`config.mk`:
```
export PLATFORM = sky130hd
export DESIGN_NAME = md_control
export DESIGN_NICKNAME = d
export VERILOG_FILES = /design/src/md_pkg.sv /design/src/md_control.sv
export VERILOG_INCLUDE_DIRS = /design/src /design/src/src
export SDC_FILE = /design/constraint.sdc
export NUM_CORES = 1
export LEC_CHECK = 0
export BUFFER_PORTS_ARGS = -buffer_cell sky130_fd_sc_hd__buf_4
export CAP_MARGIN = 20
export CORE_AREA = 3 3 40 42
export CTS_CLUSTER_SIZE = 30
export DETAILED_ROUTE_END_ITERATION = 12
export DIE_AREA = 0 0 43 45
export GPL_ROUTABILITY_DRIVEN = 0
export SLEW_MARGIN = 10
export SYNTH_ARGS = -nofsm -noshare
export SYNTH_HDL_FRONTEND = slang
export SYNTH_SLANG_ARGS = --single-unit
```
`constraint.sdc`:
```
create_clock -name clk -period 1.55 [get_ports clk]
set_input_delay 0.155 -clock clk [delete_from_list [all_inputs] [get_ports clk]]
set_output_delay 0.155 -clock clk [all_outputs]
set_load 0.1 [all_outputs]
```
`src/md_defs.svh`:
```
`ifndef MD_DEFS_SVH
`define MD_DEFS_SVH

// Operand and HI/LO register width
`define MD_WORD_WIDTH 32

////////////////////
// Instruction encoding
////////////////////

// Primary opcode of R-type instructions
`define MD_OP_SPECIAL 6'b000000

`define MD_FUNCT_MFHI  6'b010000
`define MD_FUNCT_MTHI  6'b010001
`define MD_FUNCT_MFLO  6'b010010
`define MD_FUNCT_MTLO  6'b010011
`define MD_FUNCT_MULT  6'b011000
`define MD_FUNCT_MULTU 6'b011001
`define MD_FUNCT_DIV   6'b011010
`define MD_FUNCT_DIVU  6'b011011

// Stall lengths, issue cycle included
`define MD_MULT_CYCLES 5
`define MD_DIV_CYCLES  10
`define MD_TIMER_WIDTH 4

`endif

```
`src/md_pkg.sv`:
```
package md_pkg;

	////////////////////
	// Decoded operations
	////////////////////

	typedef enum logic [3:0] {
		MD_NONE  = 4'd0,
		MD_MULT  = 4'd1,
		MD_MULTU = 4'd2,
		MD_DIV   = 4'd3,
		MD_DIVU  = 4'd4,
		MD_MFHI  = 4'd5,
		MD_MFLO  = 4'd6,
		MD_MTHI  = 4'd7,
		MD_MTLO  = 4'd8
	} md_op_e;

	// Controller states
	typedef enum logic [1:0] {
		MD_IDLE = 2'd0,
		MD_BUSY = 2'd1,
		MD_DONE = 2'd2
	} md_state_e;

endpackage

```
`src/md_control.sv`:
```
`timescale 1ns/10ps

`include "md_defs.svh"

module md_control (
	input  logic                       clk,
	input  logic                       rst,
	input  md_pkg::md_op_e             op,
	input  logic                       expired,
	output logic                       stall,
	output logic                       start,
	output logic [`MD_TIMER_WIDTH-1:0] timer_load_cycles,
	output logic                       commit,
	output logic                       mt_enable
);

	import md_pkg::*;

	md_state_e state;
	logic      long_op;
	logic      is_mult;

	assign is_mult = (op == MD_MULT) || (op == MD_MULTU);
	assign long_op = is_mult || (op == MD_DIV) || (op == MD_DIVU);

	// Busy phase lasts load + 1 cycles, issue cycle adds one more
	assign timer_load_cycles = is_mult ? `MD_TIMER_WIDTH'(`MD_MULT_CYCLES - 2)
	                                   : `MD_TIMER_WIDTH'(`MD_DIV_CYCLES - 2);

	////////////////////
	// State register
	////////////////////

	always_ff @(posedge clk) begin
		if (rst) begin
			state <= MD_IDLE;
		end else begin
			case (state)
				MD_IDLE: begin
					if (long_op) state <= MD_BUSY;
				end
				MD_BUSY: begin
					if (expired) state <= MD_DONE;
				end
				default: begin
					// Done cycle lets the finished instruction leave
					state <= MD_IDLE;
				end
			endcase
		end
	end

	////////////////////
	// Outputs
	////////////////////

	always_comb begin
		stall     = 1'b0;
		start     = 1'b0;
		commit    = 1'b0;
		mt_enable = 1'b0;
		case (state)
			MD_IDLE: begin
				stall     = long_op;
				start     = long_op;
				mt_enable = 1'b1;
			end
			MD_BUSY: begin
				stall  = 1'b1;
				commit = expired;
			end
			default: begin
			end
		endcase
	end

endmodule

```
=== Word-level counts from Yosys, hierarchy flattened ===
Index checks and enable logic that the tools add are counted.

* Word-level logic and storage cells: 21
* Output and inout port bits: 8
* Register bits after elaboration: 2

* Multiplexer cells: 8
* Equality and inequality tests: 7
* Reduce and logical (&&, ||, !) cells: 5

{| class="wikitable"
|+ Operators with widths
! cell !! number
|-
| equality test 4 x 2 -> 1 bit (second input constant) || 2
|-
| equality test 4 x 1 -> 1 bit (second input constant) || 1
|-
| equality test 4 x 3 -> 1 bit (second input constant) || 1
|-
| 2-to-1 mux 2 bit || 2
|-
| 2-to-1 mux 4 bit || 1
|-
| != test 2 bit (second input constant) || 2
|-
| case mux 2 bit (2 select lines) || 1
|-
| logical OR 1 bit || 3
|-
| 2-to-1 mux 1 bit || 3
|-
| equality test 2 x 1 -> 1 bit (second input constant) || 1
|-
| logical NOT 2 bit || 1
|-
| case mux 1 bit (2 select lines) || 1
|-
| AND reduction 2 bit || 1
|}

=== Longest topological paths before layout ===
Gate-level depths: netlist (run 1).

* Word-level depth: 6
* Mapped depth: 3

=== Least setup slack after synthesis (run 1) ===
OpenSTA, ideal clock, no wires.

* Kind: input port to output port
* Start point: input op[1]
* End point: output start
* Path slack: -1,289 ps
* Arrival time: 2,684 ps
* Cell stages on the path: 3
* Data required time: 1,395 ps
* Path buffers: 0
* Cell sequence: o21ai_1 > or3b_4 > nor3_1

* Longest elaborated chain between the ends: 5

{| class="wikitable"
|+ Ends and longest elaborated chain
! what !! line !! text
|-
| start: declaration || md_control.sv:8 || <nowiki>input md_pkg::md_op_e op,</nowiki>
|-
| equality test 4 x 1 -> 1 bit or equality test 4 x 2 -> 1 bit (tied branches) || md_control.sv:23 || <nowiki>assign is_mult = (op == MD_MULT) || (op == MD_MULTU);</nowiki>
|-
| logical OR 1 bit || md_control.sv:23 ||
|-
| logical OR 1 bit || md_control.sv:24 || <nowiki>assign long_op = is_mult || (op == MD_DIV) || (op == MD_DIVU);</nowiki>
|-
| logical OR 1 bit (*) || md_control.sv:24 ||
|-
| 2-to-1 mux 1 bit (*) || md_control.sv:62 || <nowiki>case (state)</nowiki>
|-
| end: declaration || md_control.sv:11 || <nowiki>output logic start,</nowiki>
|}

Mark *: on every way between the ends. The rest lies on a longest branch, timed or not.

=== Final worst setup path (run 1) ===
* Start point: input op[1]
* End point: output stall

* Longest elaborated chain between the ends: 5

{| class="wikitable"
|+ Ends and longest elaborated chain
! what !! line !! text
|-
| equality test 4 x 1 -> 1 bit or equality test 4 x 2 -> 1 bit (tied branches) || md_control.sv:23 ||
|-
| logical OR 1 bit || md_control.sv:23 ||
|-
| logical OR 1 bit || md_control.sv:24 ||
|-
| logical OR 1 bit (*) || md_control.sv:24 ||
|-
| case mux 1 bit (2 select lines) (*) || md_control.sv:62 ||
|-
| end: declaration || md_control.sv:10 || <nowiki>output logic stall,</nowiki>
|}

Marked as above.

==> run_results.csv, run 1 <==
group,metric,value,unit
detailed_routing,drt-pass1-iter-count,4,
power,vdd_drop_max,305.6,uV
setup_path,reg2reg_slack,0.30,ns
final_layout,drive_gt1_share,62.86,%
setup_path,critPathBufInv,2,
synth,syn_avg_cell_area,7.450,sq um
grt,antenna_found_initial,0,
placement,dp.cells,47,
hold_path,hold_start,"rst",
power,leakage,0.1369,nW
detailed_routing,dr_total_vias,189,
setup_path,end_kind,"primary output",
grt,grt_pass1_vias,168,
synth,ys_ff_latch,2,
setup_path,worstReg2RegStart,"state[0]$_SDFFE_PP0P_",
detailed_routing,via_per_inst,3.780,
hold_path,hold_path.class,"in2reg",
detailed_routing,ant_nets,0,
die,rows,13,
cts,cts-buffers-inserted,3,
hold_path,holdPathStages,2,
placement,place_hpwl,316.7,microns
sta,rsz0062_at_grt,"no",
synth,ys_seq_area_share,24.43,%
cts,postCtsHoldBufs,0,
detailed_routing,drc,0,
setup_path,cpPeakStageDelay,0.42,ns
cts,cts_resized,0,
power,finalPower,340.1,uW
final_layout,area_delta_synth_final,83.21,%
sta,whs,0.1150,ns
detailed_routing,drtIter0Drc,3,
setup_path,cp.required,1.39,ns
cts,clock_latency,0.22,ns
run_status,status,"complete, no violations",
final_layout,final_area,300.3,sq um
synth,netlist_instances,22,
final_layout,fin_cells,50,
cts,cts_tree,"yes",
die,coreArea,1285,sq um
sta,setup_viol,0,
detailed_routing,drt-total-wl,420,microns
synth,syn_nets,29,
synth,syn_area,163.9,sq um
hold_path,hold_end,"state[1]$_SDFFE_PP0P_",
placement,dpl_cell_area,277.8,sq um
setup_path,r2r_end,"state[0]$_SDFFE_PP0P_",
sta,finalHoldViolations,0,
cts,cts_sinks,2,
sta,fmax,708.5,MHz
placement,portBuffers,13,
sta,finalCritPeriodShare,91.06,%
die,die_area,1935,sq um
setup_path,crit_top_cell,"buf_4",
die,start_util,12.76,%
final_layout,postLayoutCoreUtil,23.37,%
setup_path,critPathMaxFanout,3,
power,pwr_density_cell,1133,nW/um^2
final_layout,largest-register,"state",
cts,cts.clk_slew.worst_paths,0.03,ns
cts,cts_max_level,1,
synth,ys_warn_count,0,
final_layout,final_common_cell,"buf_4",
cts,root_buffer,"clkbuf_4",
sta,skew,0.002462,ns
setup_path,cp_cell_sequence,"buf_4 > o21ai_1 > or3b_4 > a21oi_2 > buf_4",
setup_path,cp_slowest_cell,"or3b_4",
die,die_w,43,microns
sta,tns,0,ns
synth,ys_types,14,
final_layout,largest_registers,"state (2)",
cts,postCtsSetupBuffers,0,
cts,clockBufferDepth,2,
setup_path,critPathLaunchType,"input pin",
grt,grt_max_degree,8,
sta,slew_viol_final,0,
final_layout,largest_reg_flops,2,
die,die_h,45,microns
job,maxCapViolations,0,
grt,gr-total-overflow,0,
final_layout,fin_nets,44,
die,boundaryPins,15,
grt,grt_use_total,5.408,%
grt,grt_pass1_wl,669,microns
setup_path,crit_family,"buffers and inverters",
final_layout,diodes,0,
detailed_routing,detail_route.wl_per_cell,8.400,microns
setup_path,crit_type,"in2out",
final_layout,mostFrequentLayoutCells,"13 x buf_4, 3 x clkbuf_4",
setup_path,cp.arrival,1.26,ns
placement,pre_cts_ws,0.1291,ns
sta,min_period,1.411,ns
sta,fin_ws,0.1386,ns
setup_path,rr_worst_depth,3,
metal layers:
layer,track usage [%],vias up,share of wire [%]
met3,4.382,0,14
li1,-,100,-
met1,4.327,78,38
met5,0,-,0
met2,7.186,11,47
met4,7.229,0,0
synthesized netlist by cell type:
| cell type | instances | area, sq um |
|---|---|---|
| a21oi_1 | 1 | 5.000 |
| and2_1 | 1 | 6.260 |
| buf_4 | 3 | 22.52 |
| conb_1 | 1 | 3.750 |
| dfxtp_1 | 2 | 40.04 |
| inv_1 | 2 | 7.510 |
| nand2_1 | 1 | 3.750 |
| nor2_1 | 3 | 11.26 |
| nor3_1 | 3 | 15.01 |
| o21ai_1 | 1 | 5.000 |
| o41ai_2 | 1 | 16.27 |
| or3b_4 | 1 | 11.26 |
| or4_1 | 1 | 7.510 |
| xor2_1 | 1 | 8.760 |
worst reg2reg max path, cell delays in order, from the launching register on:
cell     delay (ns)
dfxtp_1        0.46
inv_1          0.11
or4_1          0.52
o41ai_2        0.06
logic make-up after synthesis:
family / after synthesis / synth area share [%]
and+or+nand+nor: 10 / 33.59
xor gates and xnor gates: 1 / 5.344
buffers and inverters: 5 / 18.32
AOI/OAI and AO/OA: 3 / 16.03
DFF: 2 / 24.43
other: 1 / 2.288
power breakdown:
group	switching, mW	leakage (nW)	internal [mW]	total, mW
Sequential	0.00617	0.0163	0.0546	0.0608
Combinational	0.127	0.107	0.0387	0.165
Clock	0.0285	0.0138	0.0853	0.114
worst max path at each step:
| stage | startpoint | to | slack [ns] | depth (start not counted) |
|---|---|---|---|---|
| 2_1_floorplan | op[1] | stall | -0.15 | 3 |
| 3_3_place_gp | op[1] | stall | 0.14 | 5 |
| 3_5_place_dp | op[1] | stall | 0.13 | 5 |
| 4_1_cts | op[1] | stall | 0.13 | 5 |
| 5_1_grt | op[1] | stall | 0.08 | 5 |
| 6_report | op[1] | stall | 0.14 | 5 |
cell type report:
| cell class | count | area [sq um] |
|---|---|---|
| Fill cell | 141 | 984.7 |
| Sequential cell | 2 | 40.04 |
| Inverter | 2 | 7.507 |
| Timing Repair Buffer | 13 | 97.59 |
| Tap cell | 15 | 18.77 |
| Multi-Input combinational cell | 15 | 113.9 |
| Clock buffer | 3 | 22.52 |
(Power assumes the default switching activity.)
==> run 2, diff against run 1 <==
--- a/config.mk
+++ b/config.mk
@@ -9,6 +9,7 @@
 export BUFFER_PORTS_ARGS = -buffer_cell sky130_fd_sc_hd__buf_4
 export CAP_MARGIN = 20
 export CORE_AREA = 3 3 40 42
+export CTS_CLUSTER_DIAMETER = 40
 export CTS_CLUSTER_SIZE = 30
 export DETAILED_ROUTE_END_ITERATION = 12
 export DIE_AREA = 0 0 43 45
==> constraint.sdc (replaced) <==
create_clock -name clk -period 1.4 [get_ports clk]
set_input_delay 0.14 -clock clk [delete_from_list [all_inputs] [get_ports clk]]
set_output_delay 0.14 -clock clk [all_outputs]
set_load 0.1 [all_outputs]
==> run 2 against run 1 <==
Non-clock buffer count rose by 2. Die area did not move. Power rose by 16%. Global-route usage rose by 0.079 points. Clock skew fell by 0.0019 ns. Sequential share of layout area fell by 1.4 points. Core utilization rose by 2.7 points. Worst hold slack got worse by 0.012 ns. Final area rose by 12%. Clock-buffer cell count did not move. Critical endpoint unchanged. Largest power group unchanged. Highest routed layer unchanged.
==> run_results.csv, run 2 (synthesized netlist as in run 1, its figures left out) <==
group,metric,value,unit
run_status,status,"complete, no violations",
sta,fin_ws,0.04919,ns
detailed_routing,detail_route.wl_per_cell,8.769,microns
final_layout,largest-register,"state",
setup_path,critPathLaunch,"op[1]",
detailed_routing,drt-pass1-iter-count,2,
detailed_routing,via_per_inst,3.827,
final_layout,largest_reg_flops,2,
detailed_routing,ant_nets,0,
final_layout,final_common_cell,"buf_4",
setup_path,worstSetupEndpoint,"stall",
sta,skew,0.0006076,ns
power,pwr_density_cell,1173,nW/um^2
placement,dpl_cell_area,305.3,sq um
grt,use_met3,2.390,%
cts,cts_sinks,2,
cts,cts.clk_slew.worst_paths,0.03,ns
die,die_area,1935,sq um
setup_path,worstReg2RegStart,"state[1]$_SDFFE_PP0P_",
grt,grt_pass1_wl,745,microns
setup_path,critPathMaxFanout,3,
job,maxCapViolations,0,
sta,min_period,1.351,ns
power,pwr-share-clk,32.5,%
sta,fmax,740.3,MHz
die,boundaryPins,15,
sta,setup_viol,0,
power,seqPwrFrac,16.5,%
power,power_frac_comb,51.1,%
power,p_int,208.4,uW
grt,grtUsageMet1,5.516,%
setup_path,cp.required,1.26,ns
die,start_util,12.76,%
sta,finalHoldViolations,0,
grt,busiest_layer,"met2",
sta,finalCritPeriodShare,96.49,%
grt,gr-total-overflow,0,
detailed_routing,drt-total-wl,456,microns
cts,postCtsHoldBufs,0,
die,rows,13,
cts,cts-buffers-inserted,3,
grt,grt_use_total,5.486,%
final_layout,largest_registers,"state (2)",
final_layout,mostFrequentLayoutCells,"13 x buf_4, 3 x clkbuf_4",
sta,whs,0.1031,ns
power,finalPower,393.2,uW
power,vdd_drop_max,333.6,uV
final_layout,postLayoutCoreUtil,26.10,%
sta,slew_viol_final,0,
die,die_w,43,microns
detailed_routing,dr_total_vias,199,
placement,place_hpwl,383.9,microns
final_layout,final_area,335.3,sq um
grt,grt_max_degree,8,
sta,rsz0062_at_grt,"no",
setup_path,cp.arrival,1.21,ns
die,die_h,45,microns
placement,pre_cts_ws,-0.007901,ns
detailed_routing,drc,0,
cts,clock_latency,0.22,ns
cts,root_buffer,"clkbuf_4",
cts,clockBufferDepth,2,
final_layout,drive_gt1_share,64.86,%
final_layout,area_delta_synth_final,104.6,%
power,power.switching,184.8,uW
setup_path,reg2reg_slack,0.22,ns
setup_path,rr_worst_depth,2,
cts,cts_max_level,1,
power,swShare,47.00,%
setup_path,r2r_end,"state[0]$_SDFFE_PP0P_",
cts,cts_tree,"yes",
placement,portBuffers,13,
final_layout,fin_nets,46,
setup_path,critPathLaunchType,"input pin",
grt,antenna_found_initial,0,
setup_path,crit_type,"in2out",
grt,met2_usage,8.383,%
setup_path,end_kind,"primary output",
hold_path,hold_path.class,"in2reg",
final_layout,diodes,0,
grt,grt_pass1_vias,190,
power,leakage,0.1508,nW
detailed_routing,drtIter0Drc,1,
die,coreArea,1285,sq um
## run 2: cell types whose count changed in the layout (fill, tap and decap cells not counted), sizes merged
cell  previous run  this run
buf             13        15
## run 2: stage by stage
stage / setup TNS [ns] / instances
after detailed placement: -0.007901 / 49
after global placement: 0 / 49
after floorplan: -0.1538 / 22
final: 0 / 52
after global routing: 0 / 52
after CTS: 0 / 52
## run 2: how the worst min path moves through the flow
stage          slack (ns)                    end  cells past startpoint  start
6_report             0.10  state[1]$_SDFFE_PP0P_                      2    rst
5_1_grt               0.1  state[1]$_SDFFE_PP0P_                      2    rst
2_1_floorplan        0.22  state[1]$_SDFFE_PP0P_                      1    rst
3_3_place_gp         0.33  state[1]$_SDFFE_PP0P_                      2    rst
4_1_cts               0.1  state[1]$_SDFFE_PP0P_                      2    rst
3_5_place_dp         0.34  state[1]$_SDFFE_PP0P_                      2    rst
## run 2: critical path, cell delays in order
cell     delay [ns]
buf_4          0.12
o21ai_1        0.12
or3b_4         0.44
a21oi_4        0.16
buf_6          0.24
## run 2: what timing repair did
item	4_1_cts	5_1_grt
resized for setup	1	1
buffers inserted	0	0
hold endpoints to repair	0	0
setup endpoints to repair	1	1
## run 2: area by class of cell
cell class / instances / area, sq um
clock buffer: 3 / 22.52
fill: 146 / 949.7
inverter: 2 / 7.507
multi-input combinational: 15 / 126.4
sequential: 2 / 40.04
tap: 15 / 18.77
timing repair buffer: 15 / 120.1
## run 2: power groups by stage
stage                     clock, mW  combinational, mW  sequential, mW
final                         0.128              0.201          0.0647
after global routing          0.141              0.208          0.0655
after CTS                     0.136              0.201          0.0647
after detailed placement          0              0.198          0.0655
after global placement            0              0.197          0.0654
after floorplan                   0              0.154          0.0674
## run 2: per-layer routing
layer,vias up,routed length (microns)
met4,0,0
met5,-,0
met2,12,226
met1,86,170
met3,0,59
li1,101,-
